**src/hdl/lc3b_isa_pkg.sv**
```systemverilog
package lc3b_isa_pkg;

typedef logic [15:0] lc3b_word;
typedef logic [2:0] lc3b_reg;

// condition codes in n, z, p order
typedef logic [2:0] lc3b_nzp;

typedef enum logic [3:0]
{
	op_br   = 4'b0000,
	op_add  = 4'b0001,
	op_ldb  = 4'b0010,
	op_stb  = 4'b0011,
	op_jsr  = 4'b0100,
	op_and  = 4'b0101,
	op_ldr  = 4'b0110,
	op_str  = 4'b0111,
	op_rti  = 4'b1000,
	op_not  = 4'b1001,
	op_jmp  = 4'b1100,
	op_shf  = 4'b1101,
	op_lea  = 4'b1110,
	op_trap = 4'b1111
} lc3b_opcode;

// the same 16 bits read as an operate format or as a branch format
typedef union packed
{
	struct packed
	{
		lc3b_opcode opcode;
		lc3b_reg dr;
		lc3b_reg sr1;
		logic imm;
		logic [1:0] spare;
		lc3b_reg sr2;
	} regs;
	struct packed
	{
		lc3b_opcode opcode;
		lc3b_nzp nzp;
		logic [8:0] offset9;
	} br;
} lc3b_instr;

endpackage : lc3b_isa_pkg

```
**src/hdl/lc3b_ctrl_pkg.sv**
```systemverilog
package lc3b_ctrl_pkg;

typedef logic [2:0] lc3b_aluop;

localparam lc3b_aluop alu_add  = 3'd0;
localparam lc3b_aluop alu_and  = 3'd1;
localparam lc3b_aluop alu_not  = 3'd2;
localparam lc3b_aluop alu_pass = 3'd3;
localparam lc3b_aluop alu_sll  = 3'd4;
localparam lc3b_aluop alu_srl  = 3'd5;
localparam lc3b_aluop alu_sra  = 3'd6;

typedef enum logic [1:0]
{
	pc_none   = 2'b00,
	pc_branch = 2'b01,
	pc_jump   = 2'b10,
	pc_sub    = 2'b11
} lc3b_pc_ctrl;

typedef struct packed
{
	lc3b_isa_pkg::lc3b_opcode opcode;
	lc3b_aluop aluop;
	logic sr1_needed;
	logic sr2_needed;
	logic cc_needed;
	logic ld_reg;
	logic ld_cc;
	logic regfilemux_sel;
	logic destmux_sel;
	logic mem_read;
	logic mem_write;
	logic mem_byte;
	lc3b_pc_ctrl pc_ctrl;
} lc3b_control_word;

// JSR and TRAP save the return address here
localparam lc3b_isa_pkg::lc3b_reg link_reg = 3'd7;

localparam lc3b_control_word nop_cw = '0;

endpackage : lc3b_ctrl_pkg

```
**src/hdl/hazard_if.sv**
```systemverilog
interface hazard_if;

	lc3b_isa_pkg::lc3b_reg ex_drid;
	lc3b_isa_pkg::lc3b_reg mem_drid;
	lc3b_isa_pkg::lc3b_reg wb_drid;

	logic ex_ld_reg;
	logic mem_ld_reg;
	logic wb_ld_reg;

	logic ex_ld_cc;
	logic mem_ld_cc;
	logic wb_ld_cc;

	modport stages (output ex_drid, mem_drid, wb_drid, ex_ld_reg, mem_ld_reg, wb_ld_reg,
		ex_ld_cc, mem_ld_cc, wb_ld_cc);

	modport check (input ex_drid, mem_drid, wb_drid, ex_ld_reg, mem_ld_reg, wb_ld_reg,
		ex_ld_cc, mem_ld_cc, wb_ld_cc);

endinterface : hazard_if

```
**src/hdl/control_rom.sv**
```systemverilog
module control_rom
(
	input lc3b_isa_pkg::lc3b_instr instr,
	output lc3b_ctrl_pkg::lc3b_control_word ctrl
);

lc3b_isa_pkg::lc3b_opcode op;

assign op = instr.br.opcode;

always_comb
begin
	ctrl = lc3b_ctrl_pkg::nop_cw;
	ctrl.opcode = op;
	case (op)
		lc3b_isa_pkg::op_add,
		lc3b_isa_pkg::op_and:
		begin
			ctrl.aluop = (op == lc3b_isa_pkg::op_add) ? lc3b_ctrl_pkg::alu_add
				: lc3b_ctrl_pkg::alu_and;
			ctrl.sr1_needed = 1'b1;
			// immediate form has no second source register
			ctrl.sr2_needed = ~instr.regs.imm;
			ctrl.ld_reg = 1'b1;
			ctrl.ld_cc = 1'b1;
		end
		lc3b_isa_pkg::op_not:
		begin
			ctrl.aluop = lc3b_ctrl_pkg::alu_not;
			ctrl.sr1_needed = 1'b1;
			ctrl.ld_reg = 1'b1;
			ctrl.ld_cc = 1'b1;
		end
		lc3b_isa_pkg::op_shf:
		begin
			// bit 4 picks right shifts, bit 5 makes a right shift arithmetic
			if (!instr.regs.spare[1])
				ctrl.aluop = lc3b_ctrl_pkg::alu_sll;
			else if (instr.regs.imm)
				ctrl.aluop = lc3b_ctrl_pkg::alu_sra;
			else
				ctrl.aluop = lc3b_ctrl_pkg::alu_srl;
			ctrl.sr1_needed = 1'b1;
			ctrl.ld_reg = 1'b1;
			ctrl.ld_cc = 1'b1;
		end
		lc3b_isa_pkg::op_ldb,
		lc3b_isa_pkg::op_ldr:
		begin
			ctrl.aluop = lc3b_ctrl_pkg::alu_add;
			ctrl.sr1_needed = 1'b1;
			ctrl.ld_reg = 1'b1;
			ctrl.ld_cc = 1'b1;
			ctrl.mem_read = 1'b1;
			ctrl.mem_byte = (op == lc3b_isa_pkg::op_ldb);
		end
		lc3b_isa_pkg::op_stb,
		lc3b_isa_pkg::op_str:
		begin
			ctrl.aluop = lc3b_ctrl_pkg::alu_add;
			ctrl.sr1_needed = 1'b1;
			ctrl.sr2_needed = 1'b1;
			ctrl.regfilemux_sel = 1'b1;
			ctrl.mem_write = 1'b1;
			ctrl.mem_byte = (op == lc3b_isa_pkg::op_stb);
		end
		lc3b_isa_pkg::op_lea:
		begin
			ctrl.aluop = lc3b_ctrl_pkg::alu_pass;
			ctrl.ld_reg = 1'b1;
			ctrl.ld_cc = 1'b1;
		end
		lc3b_isa_pkg::op_br:
		begin
			ctrl.cc_needed = 1'b1;
			ctrl.pc_ctrl = lc3b_ctrl_pkg::pc_branch;
		end
		lc3b_isa_pkg::op_jmp,
		lc3b_isa_pkg::op_rti:
		begin
			ctrl.sr1_needed = 1'b1;
			ctrl.pc_ctrl = lc3b_ctrl_pkg::pc_jump;
		end
		lc3b_isa_pkg::op_jsr:
		begin
			// bit 11 set is the PC-relative form, clear is JSRR through a base register
			ctrl.sr1_needed = ~instr.regs.dr[2];
			ctrl.destmux_sel = 1'b1;
			ctrl.pc_ctrl = lc3b_ctrl_pkg::pc_sub;
		end
		lc3b_isa_pkg::op_trap:
		begin
			ctrl.destmux_sel = 1'b1;
			ctrl.mem_read = 1'b1;
			ctrl.pc_ctrl = lc3b_ctrl_pkg::pc_sub;
		end
		default:
			ctrl = lc3b_ctrl_pkg::nop_cw;
	endcase
end

endmodule : control_rom

```
**src/hdl/reg_state.sv**
```systemverilog
module reg_state
(
	input logic clk,
	input logic reset,
	input logic wb_ld_reg,
	input logic wb_ld_cc,
	input lc3b_isa_pkg::lc3b_reg dest_reg,
	input lc3b_isa_pkg::lc3b_reg src_a,
	input lc3b_isa_pkg::lc3b_reg src_b,
	input lc3b_isa_pkg::lc3b_word reg_data,
	input lc3b_isa_pkg::lc3b_nzp cc_data,
	output lc3b_isa_pkg::lc3b_word reg_a,
	output lc3b_isa_pkg::lc3b_word reg_b,
	output lc3b_isa_pkg::lc3b_nzp cc
);

lc3b_isa_pkg::lc3b_word regs [8];

always_ff @(posedge clk)
begin
	if (wb_ld_reg)
		regs[dest_reg] <= reg_data;
end

always_ff @(posedge clk)
begin
	if (reset)
		cc <= '0;
	else if (wb_ld_cc)
		cc <= cc_data;
end

// reads do not bypass a write in the same cycle
assign reg_a = regs[src_a];
assign reg_b = regs[src_b];

endmodule : reg_state

```
**src/hdl/hazard_unit.sv**
```systemverilog
module hazard_unit
(
	hazard_if.check hz,
	input logic valid_in,
	input logic execute_br_stall,
	input logic mem_stall,
	input logic mem_br_stall,
	input lc3b_isa_pkg::lc3b_reg sr1_idx,
	input lc3b_isa_pkg::lc3b_reg sr2_idx,
	input lc3b_ctrl_pkg::lc3b_control_word cw,
	output logic dep_stall,
	output logic decode_br_stall,
	output logic valid_out,
	output logic load_ex
);

logic sr1_hit;
logic sr2_hit;
logic cc_busy;
logic dep_any;

// a source is busy while any later stage still has to write it
assign sr1_hit = (hz.ex_ld_reg && hz.ex_drid == sr1_idx)
	|| (hz.mem_ld_reg && hz.mem_drid == sr1_idx)
	|| (hz.wb_ld_reg && hz.wb_drid == sr1_idx);

assign sr2_hit = (hz.ex_ld_reg && hz.ex_drid == sr2_idx)
	|| (hz.mem_ld_reg && hz.mem_drid == sr2_idx)
	|| (hz.wb_ld_reg && hz.wb_drid == sr2_idx);

assign cc_busy = hz.ex_ld_cc || hz.mem_ld_cc || hz.wb_ld_cc;

assign dep_any = (cw.sr1_needed && sr1_hit)
	|| (cw.sr2_needed && sr2_hit)
	|| (cw.cc_needed && cc_busy);

assign dep_stall = valid_in && dep_any;

assign decode_br_stall = valid_in && (cw.pc_ctrl != lc3b_ctrl_pkg::pc_none);

// the instruction goes on as a bubble when it waits or a branch is resolving
assign valid_out = valid_in && !dep_stall && !execute_br_stall && !mem_br_stall;

assign load_ex = ~mem_stall;

endmodule : hazard_unit

```
**src/hdl/id_ex_reg.sv**
```systemverilog
module id_ex_reg
(
	input logic clk,
	input logic reset,
	input logic load,
	input logic valid_in,
	input lc3b_isa_pkg::lc3b_word npc_in,
	input lc3b_isa_pkg::lc3b_word ir_in,
	input lc3b_isa_pkg::lc3b_word sr1_in,
	input lc3b_isa_pkg::lc3b_word sr2_in,
	input lc3b_ctrl_pkg::lc3b_control_word cw_in,
	input lc3b_isa_pkg::lc3b_nzp cc_in,
	input lc3b_isa_pkg::lc3b_reg dr_in,
	output lc3b_isa_pkg::lc3b_word npc,
	output lc3b_isa_pkg::lc3b_word ir,
	output lc3b_isa_pkg::lc3b_word sr1,
	output lc3b_isa_pkg::lc3b_word sr2,
	output lc3b_ctrl_pkg::lc3b_control_word cw,
	output lc3b_isa_pkg::lc3b_nzp cc_out,
	output lc3b_isa_pkg::lc3b_reg dr,
	output logic valid
);

always_ff @(posedge clk)
begin
	if (reset)
	begin
		npc <= '0;
		ir <= '0;
		sr1 <= '0;
		sr2 <= '0;
		cw <= lc3b_ctrl_pkg::nop_cw;
		cc_out <= '0;
		dr <= '0;
		valid <= 1'b0;
	end
	else if (load)
	begin
		npc <= npc_in;
		ir <= ir_in;
		sr1 <= sr1_in;
		sr2 <= sr2_in;
		cw <= cw_in;
		cc_out <= cc_in;
		dr <= dr_in;
		valid <= valid_in;
	end
end

endmodule : id_ex_reg

```
**src/hdl/decode_stage.sv**
```systemverilog
module decode_stage
(
	input logic clk,
	input logic reset,
	input lc3b_isa_pkg::lc3b_word npc_in,
	input lc3b_isa_pkg::lc3b_word ir_in,
	input lc3b_isa_pkg::lc3b_word reg_data,
	input lc3b_isa_pkg::lc3b_nzp cc_data,
	input lc3b_isa_pkg::lc3b_reg dest_reg,
	input lc3b_isa_pkg::lc3b_reg ex_drid,
	input lc3b_isa_pkg::lc3b_reg mem_drid,
	input lc3b_isa_pkg::lc3b_reg wb_drid,
	input logic ex_ld_reg,
	input logic mem_ld_reg,
	input logic wb_ld_reg,
	input logic ex_ld_cc,
	input logic mem_ld_cc,
	input logic wb_ld_cc,
	input logic valid_in,
	input logic execute_br_stall,
	input logic mem_stall,
	input logic mem_br_stall,
	output lc3b_isa_pkg::lc3b_word npc,
	output lc3b_ctrl_pkg::lc3b_control_word cw,
	output lc3b_isa_pkg::lc3b_word ir,
	output lc3b_isa_pkg::lc3b_word sr1,
	output lc3b_isa_pkg::lc3b_word sr2,
	output lc3b_isa_pkg::lc3b_nzp cc_out,
	output lc3b_isa_pkg::lc3b_reg dr,
	output logic valid,
	output logic dep_stall,
	output logic decode_br_stall
);

lc3b_isa_pkg::lc3b_instr instr;
lc3b_ctrl_pkg::lc3b_control_word cw_dec;
lc3b_isa_pkg::lc3b_reg sr1_idx;
lc3b_isa_pkg::lc3b_reg sr2_idx;
lc3b_isa_pkg::lc3b_reg dr_sel;
lc3b_isa_pkg::lc3b_word reg_a;
lc3b_isa_pkg::lc3b_word reg_b;
lc3b_isa_pkg::lc3b_nzp cc_cur;
logic valid_dec;
logic load_ex;

hazard_if hz ();

assign hz.ex_drid = ex_drid;
assign hz.mem_drid = mem_drid;
assign hz.wb_drid = wb_drid;
assign hz.ex_ld_reg = ex_ld_reg;
assign hz.mem_ld_reg = mem_ld_reg;
assign hz.wb_ld_reg = wb_ld_reg;
assign hz.ex_ld_cc = ex_ld_cc;
assign hz.mem_ld_cc = mem_ld_cc;
assign hz.wb_ld_cc = wb_ld_cc;

assign instr = ir_in;

// stores read the data register from the dr field
assign sr1_idx = instr.regs.sr1;
assign sr2_idx = cw_dec.regfilemux_sel ? instr.regs.dr : instr.regs.sr2;
assign dr_sel = cw_dec.destmux_sel ? lc3b_ctrl_pkg::link_reg : instr.regs.dr;

control_rom control_store (.instr, .ctrl(cw_dec));

reg_state state
(
	.clk, .reset, .wb_ld_reg, .wb_ld_cc, .dest_reg,
	.src_a(sr1_idx), .src_b(sr2_idx), .reg_data, .cc_data,
	.reg_a, .reg_b, .cc(cc_cur)
);

hazard_unit hazards
(
	.hz, .valid_in, .execute_br_stall, .mem_stall, .mem_br_stall,
	.sr1_idx, .sr2_idx, .cw(cw_dec),
	.dep_stall, .decode_br_stall, .valid_out(valid_dec), .load_ex
);

id_ex_reg id_ex
(
	.clk, .reset, .load(load_ex), .valid_in(valid_dec),
	.npc_in, .ir_in, .sr1_in(reg_a), .sr2_in(reg_b), .cw_in(cw_dec),
	.cc_in(cc_cur), .dr_in(dr_sel),
	.npc, .ir, .sr1, .sr2, .cw, .cc_out, .dr, .valid
);

endmodule : decode_stage

```
**config.mk**
```make
export PLATFORM = sky130hd
export DESIGN_NAME = decode_stage
export DESIGN_NICKNAME = d
export VERILOG_FILES = /design/src/hdl/lc3b_isa_pkg.sv /design/src/hdl/lc3b_ctrl_pkg.sv /design/src/hdl/hazard_if.sv /design/src/hdl/control_rom.sv /design/src/hdl/reg_state.sv /design/src/hdl/hazard_unit.sv /design/src/hdl/id_ex_reg.sv /design/src/hdl/decode_stage.sv
export SDC_FILE = /design/constraint.sdc
export NUM_CORES = 1
export LEC_CHECK = 0
export ABC_AREA = 1
export BUFFER_PORTS_ARGS = -buffer_cell sky130_fd_sc_hd__buf_2
export CAP_MARGIN = 10
export CELL_PAD_IN_SITES_DETAIL_PLACEMENT = 1
export CELL_PAD_IN_SITES_GLOBAL_PLACEMENT = 1
export CORE_MARGIN = 2
export CORE_UTILIZATION = 39
export CTS_BUF_LIST = sky130_fd_sc_hd__clkbuf_4
export DETAILED_ROUTE_END_ITERATION = 10
export PLACE_DENSITY_LB_ADDON = 0.1
export SYNTH_ARGS = -nofsm -noshare
export SYNTH_HDL_FRONTEND = slang
export SYNTH_SLANG_ARGS = --single-unit
```
**constraint.sdc**
```tcl
create_clock -name clk -period 1.23 [get_ports clk]
set_input_delay 0.0615 -clock clk [delete_from_list [all_inputs] [get_ports clk]]
set_output_delay 0.0615 -clock clk [all_outputs]
set_load 0.05 [all_outputs]
```
== Word level (Yosys, flattened, before mapping) ==
Memory sizes are Yosys's and may differ from the RTL's. A register that Yosys moved wholly into a read port is not among the register bits.
Cells that the tools add are included.

* Bits in registers: 60
* Latch bits: 0
* RAM bits: 128
* ROM bits: 0
* Input bits: 75
* Output and inout bits: 92
* Word-level logic and storage cells: 96
* Memories kept: 1

* $add $sub $neg: 0
* Multipliers: 0
* Divide/modulo/power cells: 0
* Magnitude comparators: 0
* Equality and inequality tests: 19
* Shift operators: 0
* Multiplexer cells: 18
* Bitwise operators: 2
* Reductions and logical operators: 38

{| class="wikitable"
|+ Memories
! memory !! words !! bits a word !! rd ports !! clocked after memory_dff !! wr ports !! RTL line !! source
|-
| state.regs || 8 || 16 || 2 || 2 || 1 || reg_state.sv:17 || <nowiki>lc3b_isa_pkg::lc3b_word regs [8];</nowiki>
|}

{| class="wikitable"
|+ Operator list
! cell !! number
|-
| 4-bit == test (second input constant) || 6
|-
| 3-bit == test || 6
|-
| 4-bit by 3-bit == test with 1-bit output (second input constant) || 4
|-
| 1-bit logical AND || 14
|-
| 14-bit OR reduction || 1
|-
| 3-bit one-hot mux with 4 select lines || 1
|-
| 10-bit OR reduction || 1
|-
| 2-bit OR reduction || 5
|-
| 4-bit by 2-bit == test with 1-bit output (second input constant) || 2
|-
| 1-bit logical OR || 8
|-
| 1-bit two-way mux || 7
|-
| 7-bit OR reduction || 1
|-
| 2-bit two-way mux || 3
|-
| 3-bit two-way mux || 2
|-
| 1-bit one-hot mux with 2 select lines || 3
|-
| 2-bit one-hot mux with 3 select lines || 1
|-
| 1-bit zero test || 5
|-
| 4-bit by 1-bit == test with 1-bit output (second input constant) || 1
|-
| 4-bit zero test || 1
|-
| 4-bit two-way mux || 1
|-
| 3-bit OR reduction || 1
|-
| 1-bit NOT || 2
|-
| 2-bit nonzero test || 1
|}

== Depth between registers and ports, before layout ==
* Depth after elaboration: 16
* Depth in mapped cells: 13
* Gate-level depth less buffers: 12

== Cells and area by module ==
Synthesis repeated with hierarchy kept, for this count alone.

* Cells, all modules: 1611
* Area total of the unflattened synthesis: 11421.0 um2

{| class="wikitable"
|+ Modules (own cells, without submodules)
! module !! instances !! cells an instance !! area an instance (um2) !! sequential area each (um2)
|-
| reg_state || 1 || 882 || 7058.0 || 3903.7
|-
| id_ex_reg || 1 || 570 || 3666.0 || 1801.7
|-
| hazard_unit || 1 || 95 || 387.9 || 0.0
|-
| control_rom || 1 || 51 || 252.7 || 0.0
|-
| decode_stage || 1 || 13 || 56.3 || 0.0
|}

== Worst setup path before layout ==
OpenSTA, ideal clock, no wires.

* Kind: input -> output
* From: input port ir_in[13]
* To: output port dep_stall
* Data arrival time: 1753 ps
* Required time: 1168 ps
* Path slack: -585 ps
* Stages: 12
* Buffers on the path: 2
* Path through: buf_4 > nand3_4 > nand2_1 > nand2_2 > buf_4 > nand2_1 > nand2_1 > nor2_1 > nand2_1 > nand3_1 > nand2_1 > a21oi_1

* Word-level cells in the longest chain between the ends: 12
* Elaborated cells between the ends (all ways): 34
* Classes of those cells: 14 x eq/ne; 5 x mux; 15 x reduce/logical

{| class="wikitable"
|+ RTL lines
! item !! RTL line !! source
|-
| start, declared || decode_stage.sv:6 || <nowiki>input lc3b_isa_pkg::lc3b_word ir_in,</nowiki>
|-
| 4-bit by 3-bit == test with 1-bit output / 4-bit by 2-bit == test with 1-bit output (equally long branches) || control_rom.sv:15 || <nowiki>case (op)</nowiki>
|-
| 2-bit OR reduction || n/a ||
|-
| 1-bit two-way mux || control_rom.sv:15 ||
|-
| 3-bit two-way mux || decode_stage.sv:62 || <nowiki>assign sr2_idx = cw_dec.regfilemux_sel ? instr.regs.dr : instr.regs.sr2;</nowiki>
|-
| 3-bit == test (on tied branches) || hazard_unit.sv:27, hazard_unit.sv:28 ||
|-
| 1-bit logical AND (on tied branches) || hazard_unit.sv:27, hazard_unit.sv:28 ||
|-
| 1-bit logical OR || hazard_unit.sv:28 || <nowiki>|| (hz.mem_ld_reg && hz.mem_drid == sr2_idx)</nowiki>
|-
| 1-bit logical OR || hazard_unit.sv:29 || <nowiki>|| (hz.wb_ld_reg && hz.wb_drid == sr2_idx);</nowiki>
|-
| 1-bit logical AND || hazard_unit.sv:34 || <nowiki>|| (cw.sr2_needed && sr2_hit)</nowiki>
|-
| 1-bit logical OR || hazard_unit.sv:34 ||
|-
| 1-bit logical OR (*) || hazard_unit.sv:35 || <nowiki>|| (cw.cc_needed && cc_busy);</nowiki>
|-
| 1-bit logical AND (*) || hazard_unit.sv:37 || <nowiki>assign dep_stall = valid_in && dep_any;</nowiki>
|-
| end, declared || decode_stage.sv:31 || <nowiki>output logic dep_stall,</nowiki>
|}

Every way passes the cells marked *; elsewhere a longest branch is shown, timed or not.

== Worst setup path in the final report ==
* From: input port ir_in[15]
* To: output port dep_stall

Same word-level chain as after synthesis.

==> flow_summary.ini <==
[run_status]
status = finished with violations
failed_checks = negative setup slack

[layout]
syn_to_final_growth_pct = 52.2
nFillCells = 2860
layout_commonest_cell = nand2_1
drive_gt1_frac = 0.332
nNetsFinal = 1617
layout_common_cells = nand2_1, nor2_1, o21ai_0, edfxtp_1, buf_4
layout.cells.non_filler = 1922

[critical_path]
worstSetupPathType = input port to output port
critPathArrivalTime_ps = 1730
crit_required_ps = 1170
slowest_stage = a21oi_4
path_cells = buf_8 > inv_8 > nand4_1 > buf_4 > nand2_4 > nor2_1 > nor2_1 > nand2_1 > nand3_2 > nand2_4 > a21oi_4 > buf_6
critPathMaxFanout = 5
critPathMaxStageDelay_ps = 300
crit_path_start_kind = input port
end_kind = output port

[yosys]
postSynthCellCount = 1170
synth_flop_cell = edfxtp_1
yosys_register_bits = 219
yosysUniqueCellTypes = 35
syn_area_sq_mm = 0.00993
async_reset_ff_frac = 0
synth_top_cell_area_share = 0.387
ys_seq_area_frac = 0.570
syn_nets = 1245
yosysWarnings = 0
yosys.area.top_type = edfxtp_1
synth-edff-count = 128
post_synth.cell_area_avg_sq_um = 8.49
ys_top_cells_by_area = edfxtp_1, dfxtp_1, nand2_1, o21ai_0, nor2_1

[clock_network]
cts.reportedPaths.clkPinSlew_ps = 80
htreeDepth = 2
cts_tree = done
cts_buffers = 58
cts_root_buffer = clkbuf_4
clk_path_buf_depth = 3
clock_latency_ps = 750
cts_sinks = 219

[place]
dpl.cell_count = 1685
numPortBuffers = 166
gp_congestion = 0.810
dp_hpwl_microns = 22000

[global_routing]
grt_pass1_wl_microns = 61000
grt_max_degree = 50
grt_usage = 0.299
grt_pass1_vias = 10700
grt_overflow = 0
antenna_found_initial = 2

[pwr]
ir_worst_vdd_mv = 0.719
power.density_mw_per_mm2 = 1290
leakagePower_nw = 6.52

[routing]
final_antenna_net_count = 0
via_per_inst = 5.57
vias = 10700
drc = 0
dr.pass1.iters = 7
avgRoutedWirePerCell_microns = 24.4
routed_wl_microns = 46900
drt_iter0_drc = 950

[die]
io_pins = 167
die_area_sq_mm = 0.0268
rows = 58
die_h_microns = 164
fp.dieW_microns = 164
initial_core_util = 0.396
fp.coreArea_sq_mm = 0.0251

[timing]
rsz0062_at_grt = yes
layout_setup_ws_ps = -558
fin_crit_sh = 1.45
period_needed_ps = 1790
tns_ps = -6280
finalSetupViolCount = 95
fin_skew_ps = 59.1
final-max-slew-violation-count = 0
timing.fmax_mhz = 559
slew_headroom = 0.383
hold_viol = 0
worst_pin_slew_ps = 926

[min_path]
hold_class = input port to register

[flow_run]
maxCapViolations = 0
state kept, by name, summed over array words and instances (netlist names):
register	flops
state.regs	128
id_ex.cw	17
id_ex.ir	16
id_ex.npc	16
id_ex.sr1	16
id_ex.sr2	16
id_ex.cc_out	3
id_ex.dr	3
state.cc	3
id_ex.valid	1
report_power, final:
part	switching (mW)	internal [mW]
registers	0.284	8.13
logic	2.55	1.68
clock network	3.41	3.48
cell families after synthesis:
logic type / after synthesis / share of synthesized area
AND/OR/NAND/NOR: 479 / 0.194
AO/OA/AOI/OAI: 293 / 0.157
flip-flops: 219 / 0.570
buffers and inverters: 176 / 0.0757
XOR/XNOR: 3 / 0.00265
what timing repair did:
action                                  CTS  global route
endpoints found under the setup margin   91           137
hold buffers                             96             6
setup buffers                             5            24
gates resized for setup                 371            55
pin swaps                                 9            17
endpoints found under the hold margin   330            10
path summary, 6_finish.rpt:
check,startpoint,depth (start not counted),slack (ps),to
max,ir_in[15],12,-560,dep_stall
min,reset,5,20,id_ex.npc[7]$_SDFFE_PP0N_
max reg2reg,state.regs[5][15]$_DFFE_PP_,8,20,id_ex.sr2[15]$_SDFFE_PP0N_
min reg2reg,id_ex.npc[8]$_SDFFE_PP0N_,2,520,id_ex.npc[8]$_SDFFE_PP0N_
cell usage after synthesis, types with 2 or more instances:
library cell and n:
clkinv_1 2, clkbuf_1 33, o21ai_1 22, edfxtp_1 128, buf_1 9, o31ai_1 3
nand2_2 6, inv_1 95, nand3_1 45, o21ai_0 163, dfxtp_1 91, nor2_1 188
o221ai_1 2, nand4_1 4, inv_2 3, buf_2 22, xnor2_1 3, buf_4 7
nor3_1 2, buf_6 5, o22ai_1 50, a21oi_1 45, a31oi_1 3, nand2_1 228
layer usage:
layer	global-route usage	vias to the layer above	wire, microns
met3	0.0736	216	3760
li1	-	4711	-
met5	0	-	13
met1	0.350	5184	18000
met2	0.519	588	22400
met4	0.133	2	2680
critical path, delay by kind of cell:
kind            cells  cell delay [ps]
simple gates        7              770
compound gates      1              300
buf+inv             4              570
stage by stage:
step | hold slack [ps] | util | instance area, sq um | total power, mW | setup WS, ps
2_1_floorplan | 160 | - | 10000 | 10.3 | -104
5_1_grt | 15.6 | 0.602 | 15100 | 20.2 | -596
3_5_place_dp | 306 | 0.474 | 11900 | 11.5 | -442
4_1_cts | -51.1 | 0.586 | 14700 | 18.9 | -158
6_report | 20.3 | 0.602 | 15100 | 19.5 | -558
3_3_place_gp | 294 | 0.474 | 11900 | 11.5 | -362
cell type report:
cell class              instances  area [sq um]  area share
repair buffers                388          4040       0.267
clock buffers                  95           713      0.0472
multi-input cells             775          3700       0.245
well taps                     330           413      0.0273
clock inverters                14          60.1     0.00397
flip-flops and latches        219          5800       0.384
diodes                          1          2.50    0.000166
inverters                     100           387      0.0256
No activity file was read; power rests on OpenSTA's default activity.
